[src/mem_access_pkg.sv]
package mem_access_pkg;

    typedef enum logic [3:0] {
        OP_LB,
        OP_LBU,
        OP_LH,
        OP_LHU,
        OP_LW,
        OP_LL,
        OP_SB,
        OP_SH,
        OP_SW,
        OP_SWL,
        OP_SWR,
        OP_SC
    } access_op_e;

    typedef logic [4:0] exc_code_t;

    // Cause.ExcCode values
    localparam exc_code_t EXC_MOD  = 5'd1;
    localparam exc_code_t EXC_TLBL = 5'd2;
    localparam exc_code_t EXC_TLBS = 5'd3;
    localparam exc_code_t EXC_ADEL = 5'd4;
    localparam exc_code_t EXC_ADES = 5'd5;

    typedef logic [3:0] wstrb_t;

endpackage

[src/mem_addr_pkg.sv]
package mem_addr_pkg;

    typedef logic [19:0] pfn_t;
    typedef logic [2:0]  cattr_t;

    localparam cattr_t CATTR_CACHEABLE = 3'd3;

    // top three address bits pick the segment
    localparam logic [2:0] SEG_KSEG0 = 3'b100;
    localparam logic [2:0] SEG_KSEG1 = 3'b101;

    typedef struct packed {
        logic [2:0]  seg;
        logic [28:0] offset;
    } seg_view_t;

    typedef struct packed {
        logic [19:0] vpn;     // what the TLB was looked up with
        logic [11:0] poff;
    } page_view_t;

    // one virtual address word, read by segment when unmapped, by page when mapped
    typedef union packed {
        seg_view_t  seg_view;
        page_view_t page_view;
    } vaddr_u;

endpackage

[src/access_check.sv]
`timescale 1ns/1ps

module access_check (
    input  logic                      req,
    input  mem_access_pkg::access_op_e op,
    input  logic [31:0]               vaddr,
    input  logic                      mapped,
    input  logic                      tlb_found,
    input  logic                      tlb_v,
    input  logic                      tlb_d,
    input  logic                      sc_ok,
    output logic                      exc,
    output mem_access_pkg::exc_code_t exc_code,
    output logic                      tlb_refill,
    output logic                      kills_write
);
    import mem_access_pkg::*;

    logic is_store;
    logic is_half;
    logic is_word;
    logic misalign;
    logic tlb_chk;
    logic tlb_inval;
    logic tlb_mod;

    always_comb begin
        is_store = op inside {OP_SB, OP_SH, OP_SW, OP_SWL, OP_SWR, OP_SC};
        is_half  = op inside {OP_LH, OP_LHU, OP_SH};
        is_word  = op inside {OP_LW, OP_LL, OP_SW, OP_SC};
    end

    assign misalign = req && ((is_half && vaddr[0]) || (is_word && vaddr[1:0] != 2'b00));

    assign kills_write = req && op == OP_SC && !sc_ok;

    // a failed SC never reaches memory, so the TLB is not consulted
    assign tlb_chk    = req && mapped && !misalign && !kills_write;
    assign tlb_refill = tlb_chk && !tlb_found;
    assign tlb_inval  = tlb_chk && tlb_found && !tlb_v;
    assign tlb_mod    = tlb_chk && is_store && tlb_found && tlb_v && !tlb_d;

    assign exc = misalign || tlb_refill || tlb_inval || tlb_mod;

    always_comb begin
        if (misalign)
            exc_code = is_store ? EXC_ADES : EXC_ADEL;   // alignment wins
        else if (tlb_mod)
            exc_code = EXC_MOD;
        else if (tlb_refill || tlb_inval)
            exc_code = is_store ? EXC_TLBS : EXC_TLBL;
        else
            exc_code = '0;
    end

    // kseg0 and kseg1 both start with 2'b10, never mapped
    always_comb begin
        assert final (!(mapped && vaddr[31:30] == 2'b10))
            else $error("kseg0/kseg1 address reported as mapped");
    end

endmodule

[src/access_issue.sv]
`timescale 1ns/1ps

module access_issue (
    input  logic                      clk,
    input  logic                      rst_n,
    input  logic                      req,
    input  logic                      exc,
    input  mem_access_pkg::exc_code_t exc_code,
    input  logic                      tlb_refill,
    input  logic                      kills_write,
    input  logic                      uncached,
    input  logic [31:0]               paddr,
    input  logic [31:0]               vaddr,
    input  mem_access_pkg::wstrb_t    wstrb,
    input  logic [31:0]               wdata,
    input  logic                      is_sc,
    output logic                      done,
    output logic                      cache_req,
    output logic                      uncache_req,
    output logic                      exc_out,
    output mem_access_pkg::exc_code_t exc_code_out,
    output logic                      tlb_refill_out,
    output logic [31:0]               badvaddr,
    output logic [31:0]               paddr_out,
    output mem_access_pkg::wstrb_t    wstrb_out,
    output logic [31:0]               wdata_out,
    output logic                      sc_result
);
    logic issue;

    assign issue = req && !exc && !kills_write;   // goes out to memory

    always_ff @(posedge clk or negedge rst_n) begin
        if (!rst_n) begin
            done           <= 1'b0;
            cache_req      <= 1'b0;
            uncache_req    <= 1'b0;
            exc_out        <= 1'b0;
            tlb_refill_out <= 1'b0;
            sc_result      <= 1'b0;
        end else begin
            done           <= req;
            cache_req      <= issue && !uncached;
            uncache_req    <= issue && uncached;
            exc_out        <= req && exc;
            tlb_refill_out <= req && tlb_refill;
            sc_result      <= issue && is_sc;
        end
    end

    always_ff @(posedge clk) begin
        if (req) begin
            exc_code_out <= exc_code;
            paddr_out    <= paddr;
            wstrb_out    <= issue ? wstrb : 4'b0000;
            wdata_out    <= wdata;
        end
        if (req && exc)
            badvaddr <= vaddr;   // holds the last faulting address
    end

    a_refill_is_exc: assert property (@(posedge clk) disable iff (!rst_n)
        tlb_refill_out |-> exc_out)
        else $error("TLB refill reported without an exception");

    a_kill_only_sc: assert property (@(posedge clk) disable iff (!rst_n)
        req && kills_write |-> is_sc)
        else $error("write killed on an access that is not an SC");

endmodule

[src/addr_translate.sv]
`timescale 1ns/1ps

module addr_translate (
    input  mem_addr_pkg::vaddr_u vaddr,
    input  mem_addr_pkg::pfn_t   tlb_pfn,
    input  mem_addr_pkg::cattr_t tlb_cattr,
    input  mem_addr_pkg::cattr_t k0_cattr,
    output logic [31:0]          paddr,
    output logic                 mapped,
    output logic                 uncached
);
    import mem_addr_pkg::*;

    logic kseg0;
    logic kseg1;

    assign kseg0  = (vaddr.seg_view.seg == SEG_KSEG0);
    assign kseg1  = (vaddr.seg_view.seg == SEG_KSEG1);
    assign mapped = !(kseg0 || kseg1);   // kuseg, kseg2 and kseg3 go through the TLB

    // unmapped windows drop the segment bits
    assign paddr = mapped ? {tlb_pfn, vaddr.page_view.poff}
                          : {3'b000, vaddr.seg_view.offset};

    assign uncached = kseg1
                   || (kseg0 && k0_cattr != CATTR_CACHEABLE)
                   || (mapped && tlb_cattr != CATTR_CACHEABLE);

endmodule

[src/ll_sc_monitor.sv]
`timescale 1ns/1ps

module ll_sc_monitor (
    input  logic                      clk,
    input  logic                      rst_n,
    input  logic                      req,
    input  mem_access_pkg::access_op_e op,
    input  logic [31:0]               vaddr,
    input  logic                      exc_other,
    output logic                      sc_ok
);
    import mem_access_pkg::*;

    localparam logic UNLINKED = 1'b0;
    localparam logic LINKED   = 1'b1;

    logic        state;
    logic        state_nxt;
    logic [31:0] link_addr;

    assign sc_ok = req && op == OP_SC && state == LINKED && vaddr == link_addr;

    always_comb begin
        state_nxt = state;
        if (req) begin
            if (exc_other || op == OP_SC)
                state_nxt = UNLINKED;   // any SC consumes the link
            else if (op == OP_LL)
                state_nxt = LINKED;
        end
    end

    always_ff @(posedge clk or negedge rst_n) begin
        if (!rst_n)
            state <= UNLINKED;
        else
            state <= state_nxt;
    end

    always_ff @(posedge clk) begin
        if (req && op == OP_LL && !exc_other)
            link_addr <= vaddr;
    end

    // only an aligned LL can set the link
    a_link_aligned: assert property (@(posedge clk) disable iff (!rst_n)
        state == LINKED |-> link_addr[1:0] == 2'b00)
        else $error("link held on a misaligned address");

endmodule

[src/mem_stage_top.sv]
`timescale 1ns/1ps

module mem_stage_top (
    input  logic                      clk,
    input  logic                      rst_n,
    input  logic                      req,
    input  mem_access_pkg::access_op_e op,
    input  logic [31:0]               vaddr,
    input  logic [31:0]               rt_data,
    input  logic                      tlb_found,
    input  logic                      tlb_v,
    input  logic                      tlb_d,
    input  mem_addr_pkg::pfn_t        tlb_pfn,
    input  mem_addr_pkg::cattr_t      tlb_cattr,
    input  mem_addr_pkg::cattr_t      k0_cattr,
    output logic                      done,
    output logic                      exc,
    output mem_access_pkg::exc_code_t exc_code,
    output logic                      tlb_refill,
    output logic [31:0]               badvaddr,
    output logic                      cache_req,
    output logic                      uncache_req,
    output logic [31:0]               paddr,
    output mem_access_pkg::wstrb_t    wstrb,
    output logic [31:0]               wdata,
    output logic                      sc_result
);
    import mem_access_pkg::*;

    logic [31:0] paddr_c;
    logic        mapped;
    logic        uncached;
    logic        exc_c;
    exc_code_t   exc_code_c;
    logic        tlb_refill_c;
    logic        kills_write;
    logic        sc_ok;
    wstrb_t      wstrb_c;
    logic [31:0] wdata_c;
    logic        is_sc;

    assign is_sc = (op == OP_SC);

    addr_translate addr_translate_inst (
        .vaddr     (vaddr),
        .tlb_pfn   (tlb_pfn),
        .tlb_cattr (tlb_cattr),
        .k0_cattr  (k0_cattr),
        .paddr     (paddr_c),
        .mapped    (mapped),
        .uncached  (uncached)
    );

    access_check access_check_inst (
        .req         (req),
        .op          (op),
        .vaddr       (vaddr),
        .mapped      (mapped),
        .tlb_found   (tlb_found),
        .tlb_v       (tlb_v),
        .tlb_d       (tlb_d),
        .sc_ok       (sc_ok),
        .exc         (exc_c),
        .exc_code    (exc_code_c),
        .tlb_refill  (tlb_refill_c),
        .kills_write (kills_write)
    );

    store_lane store_lane_inst (
        .op      (op),
        .addr_lo (vaddr[1:0]),   // page offset, same in paddr
        .rt_data (rt_data),
        .wstrb   (wstrb_c),
        .wdata   (wdata_c)
    );

    ll_sc_monitor ll_sc_monitor_inst (
        .clk       (clk),
        .rst_n     (rst_n),
        .req       (req),
        .op        (op),
        .vaddr     (vaddr),
        .exc_other (exc_c),
        .sc_ok     (sc_ok)
    );

    access_issue access_issue_inst (
        .clk            (clk),
        .rst_n          (rst_n),
        .req            (req),
        .exc            (exc_c),
        .exc_code       (exc_code_c),
        .tlb_refill     (tlb_refill_c),
        .kills_write    (kills_write),
        .uncached       (uncached),
        .paddr          (paddr_c),
        .vaddr          (vaddr),
        .wstrb          (wstrb_c),
        .wdata          (wdata_c),
        .is_sc          (is_sc),
        .done           (done),
        .cache_req      (cache_req),
        .uncache_req    (uncache_req),
        .exc_out        (exc),
        .exc_code_out   (exc_code),
        .tlb_refill_out (tlb_refill),
        .badvaddr       (badvaddr),
        .paddr_out      (paddr),
        .wstrb_out      (wstrb),
        .wdata_out      (wdata),
        .sc_result      (sc_result)
    );

endmodule

[src/store_lane.sv]
`timescale 1ns/1ps

module store_lane (
    input  mem_access_pkg::access_op_e op,
    input  logic [1:0]                addr_lo,
    input  logic [31:0]               rt_data,
    output mem_access_pkg::wstrb_t    wstrb,
    output logic [31:0]               wdata
);
    import mem_access_pkg::*;

    always_comb begin
        wdata = rt_data;
        case (op)
            OP_SB:        wstrb = 4'b0001 << addr_lo;
            OP_SH:        wstrb = addr_lo[1] ? 4'b1100 : 4'b0011;
            OP_SW, OP_SC: wstrb = 4'b1111;
            OP_SWL: begin
                // high end of rt into the low lanes
                case (addr_lo)
                    2'b00: begin
                        wstrb = 4'b0001;
                        wdata = {4{rt_data[31:24]}};
                    end
                    2'b01: begin
                        wstrb = 4'b0011;
                        wdata = {2{rt_data[31:16]}};
                    end
                    2'b10: begin
                        wstrb = 4'b0111;
                        wdata = {8'b0, rt_data[31:8]};
                    end
                    default: wstrb = 4'b1111;
                endcase
            end
            OP_SWR: begin
                case (addr_lo)
                    2'b00: wstrb = 4'b1111;
                    2'b01: begin
                        wstrb = 4'b1110;
                        wdata = {rt_data[23:0], 8'b0};
                    end
                    2'b10: begin
                        wstrb = 4'b1100;
                        wdata = {2{rt_data[15:0]}};
                    end
                    default: begin
                        wstrb = 4'b1000;
                        wdata = {4{rt_data[7:0]}};
                    end
                endcase
            end
            default:      wstrb = 4'b0000;   // loads
        endcase
    end

endmodule

[config.mk]
export PLATFORM = sky130hd
export DESIGN_NAME = mem_stage_top
export DESIGN_NICKNAME = d
export VERILOG_FILES = /design/src/mem_access_pkg.sv /design/src/mem_addr_pkg.sv /design/src/access_check.sv /design/src/access_issue.sv /design/src/addr_translate.sv /design/src/ll_sc_monitor.sv /design/src/mem_stage_top.sv /design/src/store_lane.sv
export SDC_FILE = /design/constraint.sdc
export NUM_CORES = 1
export LEC_CHECK = 0
export BUFFER_PORTS_ARGS = -buffer_cell sky130_fd_sc_hd__buf_2
export CAP_MARGIN = 20
export CORE_UTILIZATION = 50
export DETAILED_ROUTE_END_ITERATION = 8
export PLACE_DENSITY_LB_ADDON = 0.15
export SYNTH_ARGS = -nofsm -noshare
export SYNTH_HDL_FRONTEND = slang
export SYNTH_SLANG_ARGS = --single-unit
[constraint.sdc]
create_clock -name clk -period 5.45 [get_ports clk]
set_input_delay 1.09 -clock clk [delete_from_list [all_inputs] [get_ports clk]]
set_output_delay 1.09 -clock clk [all_outputs]
set_load 0.005 [all_outputs]
# After elaboration in Yosys (flattened, before gate mapping)
# Cells that the tools add are included.
# W data, S select, Z words.
# classes
reduce_logical,54
n_mux,15
shifts,1
n_eq_ne,17
# op_table
cell,n
$pmux W32 S3,2
$pmux W32 S2,1
$eq A32 B32 Y1,1
$mux W29,1
$logic_and A1 B1 Y1,28
$pmux W4 S5,1
$eq A4 B3 Y1 const B,4
$eq A4 B4 Y1 const B,4
$mux W5,3
$pmux W4 S3,1
$logic_not A1 Y1,9
$logic_or A1 B1 Y1,9
$pmux W3 S3,1
$eq A4 B2 Y1 const B,2
$eq A3 B3 Y1 const B,2
$ne A3 B2 Y1 const B,2
$reduce_bool A6 Y1,1
$mux W1,4
$mux W4,1
$reduce_bool A2 Y1,2
$reduce_bool A4 Y1,1
$shl A1 B2 Y4 const A,1
$reduce_bool A3 Y1,1
$eq A2 B1 Y1 const B,1
other kinds (4),4
# totals
out_inout_bits,111
ff_bits,144

# Longest topological paths before layout
# Gate-level depths: netlist (run 1).
# depth
depth_word,17
ltp_mapped,8
ltp_nobuf,6

# Cells and area by module
# Synthesis (run 1) repeated with hierarchy kept, for this count alone.
# hier_totals
hier_cells,409
area_unflattened_um2,6511.2
# modules_own_cells
mod,area_per_inst_um2,seq_area_each_um2,cells_per_inst,n_inst
access_issue,3407.0,3303.2,120,1
ll_sc_monitor,1390.1,985.9,85,1
store_lane,1108.6,0.0,140,1
addr_translate,421.7,0.0,38,1
access_check,173.9,0.0,25,1
mem_stage_top,10.0,0.0,1,1

# Worst setup path before layout (run 1)
# Ideal clock, no wire load.
# synth_timing
kind,input -> register
from,input port vaddr[0]
to,register access_issue_inst.badvaddr[0] (enable)
cell_stages,7
path_slack_ns,0.503
required_time_ns,4.982
path_buffers,2
t_arrival_ns,4.479
cell_sequence,buf_2 -> xnor2_1 -> nand4_1 -> nor4_2 -> a31oi_1 -> buf_2 -> o21ai_0
# synth_via
elab_chain_cells,13
# synth_lines
element,line,rtl
"start, declared",mem_stage_top.sv:8,"input logic [31:0] vaddr,"
"parallel branches: the longest is 11 deep, another holds $eq A32 B32 Y1",-,
$logic_or A1 B1 Y1 (*),access_check.sv:43,assign exc = misalign || tlb_refill || tlb_inval || tlb_mod;
$logic_and A1 B1 Y1 (*),access_issue.sv:58,if (req && exc)
"end signal, assigned",access_issue.sv:59,badvaddr <= vaddr;
"end, declared",access_issue.sv:23,"output logic [31:0] badvaddr,"
# Mark *: on every way between the ends.
# A chain may end at the register's enable or synchronous reset.

# Worst setup path in the final report (run 1)
# layout_timing
from,input port vaddr[1]
to,register access_issue_inst.badvaddr[7] (enable)
# The elaborated chain is that of the path after synthesis.

==> metrics.md, run 1 <==
| Metric | Value |
|---|---|
| H-tree depth | 4 |
| DP HPWL | slightly below 10000 um |
| WL final | 14300 um |
| Yosys cell types | 50 |
| Deepest clock path buffer count | 2 |
| Global-route wire length before repair | roughly 22000 um |
| Placed inst area | 0.00731 mm^2 |
| Post-route ant nets | 0 |
| CP startpoint | vaddr[1] |
| FF-to-FF End | access_issue_inst.badvaddr[7]$_DFFE_PP_ |
| Reg2Reg Depth | 7 |
| Tot Pwr | ~0.0027 W |
| WP data required | roughly 5500 ps |
| Core ar. | approximately 0.012 mm^2 |
| Nets | approximately 740 |
| Hold Path Class | input port to async pin |
| Synth Flop Type | edfxtp_1 |
| Clock period minus worst slack | ~3300 ps |
| Vias in the first global route | 4389 |
| Sequential fraction of the synthesis area | 0.689 |
| Routed wire per std cell | roughly 18 um |
| GPL Wtd Cong | 0.853 |
| Synth warn | 0 |
| Rel. slew slack | 0.352 |
| First-pass iteration count of the detailed router | 5 |
| IO Pins | 211 |
| N_diodes | 0 |
| Initial Util | 0.511 |
| Number of CTS-inserted buffers | 17 |
| Worst-Skew Late Latency | ~420 ps |
| Congestion Overflow GR | 0 |
| Flop-to-flop setup slack | approximately 2900 ps |
| Final slew viol count | 0 |
| Static leakage | between 3 and 4 nW |
| Die height | 113 um |
| Clk sinks | 142 |
| Final core utilization | 0.653 |
| Most frequent cells in the layout | 207 x buf_2, 135 x edfxtp_1, 62 x nand2_1 |
| CTS Root Cell | clkbuf_16 |
| Die area | ~0.013 mm^2 |
| Period utilization | 0.606 |
| Dpl ws | between 1500 and 2000 ps |
| Antenna violations before repair | 0 |
| DR vias/cell | roughly 5.5 |
| Setup_tns | 0 ps |
| DR vias | around 4400 |
| EDFF count, synth | around 140 |
| IO Port Bufs | around 210 |
| Largest net degree at the start of global routing | between 40 and 50 |
| Worst-Margin Slew | between 900 and 1000 ps |
| Row count | 40 |
| Fin area | a little under 0.008 mm^2 |
| Share of cells above drive strength 1 | 0.391 |
| Max-cap violations | 0 |
| Area added between synthesis and finish | 27.8% |
| Flops & latches, synth | approximately 140 |
| Cells after synthesis | about 430 |
| CTS tree | done |
| 1st-iter DRT viols | between 200 and 300 |
| Max FO, Critical Path | 42 |
| Synth Cell Area | 0.00614 mm^2 |
| Die width | 113 um |
| Clk_skew | 8.49 ps |
| # Post-CTS Setup Buffers | 0 |
| Syn Area/Cell | around 14 um^2 |
| Worst setup margin | between 2000 and 2500 ps |
| Final hold violations | 0 |
| RSZ-0062 raised after global routing | no |
| Critical path data arrival time | 3380 ps |
| Pwr Density | ~340 mW/mm^2 |
| CTS Hold Bufs | 0 |
| Worst r2r src | ll_sc_monitor_inst.link_addr[11]$_DFFE_PP_ |
| FILL cells | between 800 and 900 |
| Asr flop ratio synth | 0.0493 |
| Status | finished clean |
| Critical path type | input port to flip-flop |
| F_max | a little over 300 MHz |
| Startpoint types | input port |
| Final setup fails | 0 |
| Reg clk slew, reported paths | about 60 ps |
| Post-cts resize count | 0 |
| Global Route Usage Sum | 0.231 |
| Commonest non-fill, non-tap cell in the layout | buf_2 |
| CP Capture Type | flip-flop |
| IR drop worst, VDD | between 0.2 and 0.25 mV |
| Drt drc | 0 |
-- synth_stat cells (all sizes together), types with 6 or more instances --
library cell / count / area, um^2
a21oi: 23 / 115
a221o: 16 / 160
a22o: 14 / 123
a31oi: 7 / 43.8
buf: 16 / 91.3
dfrtp: 7 / 175
edfxtp: 135 / 4050
mux2i: 7 / 70.1
mux4: 7 / 158
nand2: 62 / 233
nand2b: 6 / 37.5
nand4: 8 / 50.1
nor2: 11 / 48.8
nor3: 11 / 77.6
o21ai: 22 / 114
xnor2: 29 / 254
-- worst max-delay path: stages --
cell     delay (ps)
buf_2           590
xnor2_1         200
nand4_1         100
nor4_1          360
a31oi_1         180
buf_4           220
o21ai_4         220
buf_4           390
-- cells by family after synthesis --
family | count (synthesis) | share of synthesized area
AO/OA/AOI/OAI | 98 | 0.113
XOR/XNOR | 32 | 0.0456
buffers and inverters | 24 | 0.0198
flip-flops | 142 | 0.689
multiplexers | 14 | 0.0371
other | 1 | 0.000611
AND/OR/NAND/NOR | 118 | 0.0952
-- power breakdown --
group          switching, W  internal (W)
sequential        0.0000220       0.00130
clock              0.000415      0.000616
combinational      0.000174      0.000139
-- state kept, by name, summed over array words and instances (netlist names) --
signal / count
ll_sc_monitor_inst.state: 1
access_issue_inst.exc_out: 1
access_issue_inst.uncache_req: 1
access_issue_inst.done: 1
ll_sc_monitor_inst.link_addr: 32
access_issue_inst.cache_req: 1
access_issue_inst.wdata_out: 32
access_issue_inst.sc_result: 1
access_issue_inst.wstrb_out: 4
access_issue_inst.badvaddr: 32
access_issue_inst.tlb_refill_out: 1
access_issue_inst.exc_code_out: 3
access_issue_inst.paddr_out: 32
-- metal layers --
layer  global-route usage  part of all wire
met1                0.296              0.43
met2                0.368              0.48
met3               0.0557             0.070
met4                0.120             0.025
met5                    0                 0
-- through the flow --
| step | std cells | hold slack, ps |
|---|---|---|
| detailed placement | 769 | 738 |
| global placement | 769 | 736 |
| global route | 801 | 498 |
| CTS | 800 | 482 |
| floorplan | 430 | 627 |
| finish | 801 | 497 |
-- final cells by class --
| cell class | instances | area [um^2] | share of cell area |
|---|---|---|---|
| Timing Repair Buffer | 214 | 1090 | 0.139 |
| Multi-Input combinational cell | 264 | 1810 | 0.230 |
| Clock inverter | 13 | 101 | 0.0129 |
| Sequential cell | 142 | 4230 | 0.539 |
| Inverter | 3 | 11.3 | 0.00143 |
| Tap cell | 147 | 184 | 0.0234 |
| Clock buffer | 18 | 429 | 0.0547 |
-- worst max-delay path by stage --
stage / depth (start not counted) / to / slack, ps
5_1_grt: 8 / access_issue_inst.badvaddr[7]$_DFFE_PP_ / 1950
3_3_place_gp: 7 / access_issue_inst.badvaddr[0]$_DFFE_PP_ / 1650
3_5_place_dp: 7 / access_issue_inst.badvaddr[0]$_DFFE_PP_ / 1580
4_1_cts: 7 / access_issue_inst.badvaddr[9]$_DFFE_PP_ / 2000
6_report: 8 / access_issue_inst.badvaddr[7]$_DFFE_PP_ / 2150
2_1_floorplan: 7 / access_issue_inst.badvaddr[0]$_DFFE_PP_ / 500
No activity file was read; power rests on OpenSTA's default activity.
==> inputs of run 2 (changes only) <==
CORE_UTILIZATION = 45   (was 50)
clock period = 3 ns   (was 5.45 ns; I/O delays follow)
==> metrics.md, run 2 (same netlist as run 1, synthesis figures left out) <==
| Metric | Value |
|---|---|
| Status | finished clean |
| CTS Root Cell | clkbuf_16 |
| Most frequent cells in the layout | 207 x buf_2, 135 x edfxtp_1, 62 x nand2_1 |
| H-tree depth | 4 |
| # Post-CTS Setup Buffers | 0 |
| Initial Util | 0.462 |
| Rel. slew slack | 0.339 |
| Period utilization | 0.768 |
| Static leakage | between 3 and 4 nW |
| CTS Hold Bufs | 0 |
| Setup_tns | 0 ps |
| Global Route Usage Sum | 0.221 |
| Pwr Density | around 620 mW/mm^2 |
| Worst Path Buf+Inv | 1 |
| Max-cap violations | 0 |
| FF-to-FF End | ll_sc_monitor_inst.link_addr[0]$_DFFE_PP_ |
| Die height | roughly 120 um |
| DR vias/cell | between 5 and 6 |
| CP startpoint | ll_sc_monitor_inst.link_addr[8]$_DFFE_PP_ |
| Commonest non-fill, non-tap cell in the layout | buf_2 |
| Final setup fails | 0 |
| Routed wire per std cell | 17.9 um |
| Number of CTS-inserted buffers | 17 |
| DP HPWL | between 10000 and 15000 um |
| Clock period minus worst slack | 2300 ps |
| Hold Path Class | input port to async pin |
| IO Pins | about 210 |
| Area added between synthesis and finish | 30.4% |
| Reg2Reg Depth | 6 |
| Pint | between 0.003 and 0.004 W |
| WP data required | approximately 3100 ps |
| Comb pwr share | 0.119 |
| Worst-Skew Late Latency | between 400 and 500 ps |
| First-pass iteration count of the detailed router | 5 |
| 1st-iter DRT viols | 311 |
| Nets | around 750 |
| RSZ-0062 raised after global routing | no |
| WHS | 33.9 ps |
| Final slew viol count | 0 |
| Core ar. | about 0.013 mm^2 |
| Net switching power of the design | roughly 0.0011 W |
| Startpoint types | flip-flop |
| Switching share of power | 0.227 |
| Largest net degree at the start of global routing | 70 |
| IO Port Bufs | 208 |
| CP cell instances | xnor2_1 -> nand4_1 -> nor4_2 -> a31oi_1 -> o2111a_1 -> buf_4 |
| Clk sinks | around 140 |
| Critical path type | flip-flop to flip-flop |
| Vias in the first global route | about 4400 |
| Final hold violations | 0 |
| Post-route ant nets | 0 |
| Share of cells above drive strength 1 | 0.406 |
| Reg clk slew, reported paths | ~60 ps |
| Flop-to-flop setup slack | roughly 700 ps |
| Crit-path max cell delay | between 400 and 500 ps |
| Critical path data arrival time | 2420 ps |
| Antenna violations before repair | 0 |
| Power share of the clock group | 0.397 |
| Deepest clock path buffer count | 2 |
| Slowest CP cell | nor4_2 |
| Die width | 119 um |
| N_diodes | 0 |
| DR vias | about 4500 |
| GPL Wtd Cong | roughly 0.84 |
| Row count | 42 |
| CTS tree | done |
| F_max | ~430 MHz |
| IR drop worst, VDD | 0.405 mV |
| Clk_skew | 7.19 ps |
| Max FO, Critical Path | 32 |
| CP Capture Type | flip-flop |
| Drt drc | 0 |
| Worst-Margin Slew | between 900 and 1000 ps |
| WL final | 15100 um |
| Post-cts resize count | 0 |
| Worst r2r src | ll_sc_monitor_inst.link_addr[8]$_DFFE_PP_ |
| Global-route wire length before repair | around 23000 um |
| Congestion Overflow GR | 0 |
| Die area | around 0.014 mm^2 |
| Sequential Power Share | 0.484 |
| CP delay by family, top | simple AND/OR/NAND/NOR gates |
## run 2: cell count changes in the layout (fill, tap and decap cells not counted), sizes merged
cell | before | now
buf | 214 | 225
clkinv | 11 | 8
clkbuf | 18 | 19
bufinv | 1 | 2
inv | 3 | 4
## run 2: how the worst max path moves through the flow
stage                                                            end  slack, ps  depth (start not counted)
after detailed placement   ll_sc_monitor_inst.link_addr[8]$_DFFE_PP_        290                          7
after global routing       ll_sc_monitor_inst.link_addr[0]$_DFFE_PP_        550                          6
after floorplan              access_issue_inst.badvaddr[0]$_DFFE_PP_         40                          7
after global placement    ll_sc_monitor_inst.link_addr[11]$_DFFE_PP_        370                          7
after CTS                  ll_sc_monitor_inst.link_addr[0]$_DFFE_PP_        680                          6
final                      ll_sc_monitor_inst.link_addr[0]$_DFFE_PP_        700                          6
## run 2: per-stage QoR
step | instance area [um^2] | setup WS (ps) | cells | util | power [W]
detailed placement | 7450 | 287 | 810 | 0.561 | 0.00304
finish | 8010 | 697 | 841 | 0.602 | 0.00497
global placement | 7450 | 370 | 810 | 0.561 | 0.00302
floorplan | 6150 | 41.4 | 430 | - | 0.00269
global route | 8010 | 554 | 841 | 0.602 | 0.00516
CTS | 8010 | 680 | 841 | 0.602 | 0.00502
## run 2: routing by layer
metal  share of wire  track usage
met2            0.49        0.349
met1            0.43        0.290
met5               0            0
met4           0.017       0.0957
met3           0.060       0.0575
## run 2: area by class of cell
cell class                      instances  area [um^2]
Clock inverter                         12          121
Clock buffer                           19          433
Timing Repair Buffer                  225         1180
Sequential cell                       142         4230
Multi-Input combinational cell        264         1810
Fill cell                            1076         5290
Tap cell                              176          220
Inverter                                3         11.3
## run 2: power by group through the flow
stage | Sequential [W] | Combinational [W] | Clock [W]
final | 0.00240 | 0.000591 | 0.00197
after global routing | 0.00242 | 0.000646 | 0.00210
after CTS | 0.00241 | 0.000597 | 0.00201
after detailed placement | 0.00245 | 0.000596 | 0
after global placement | 0.00244 | 0.000582 | 0
after floorplan | 0.00247 | 0.000219 | 0
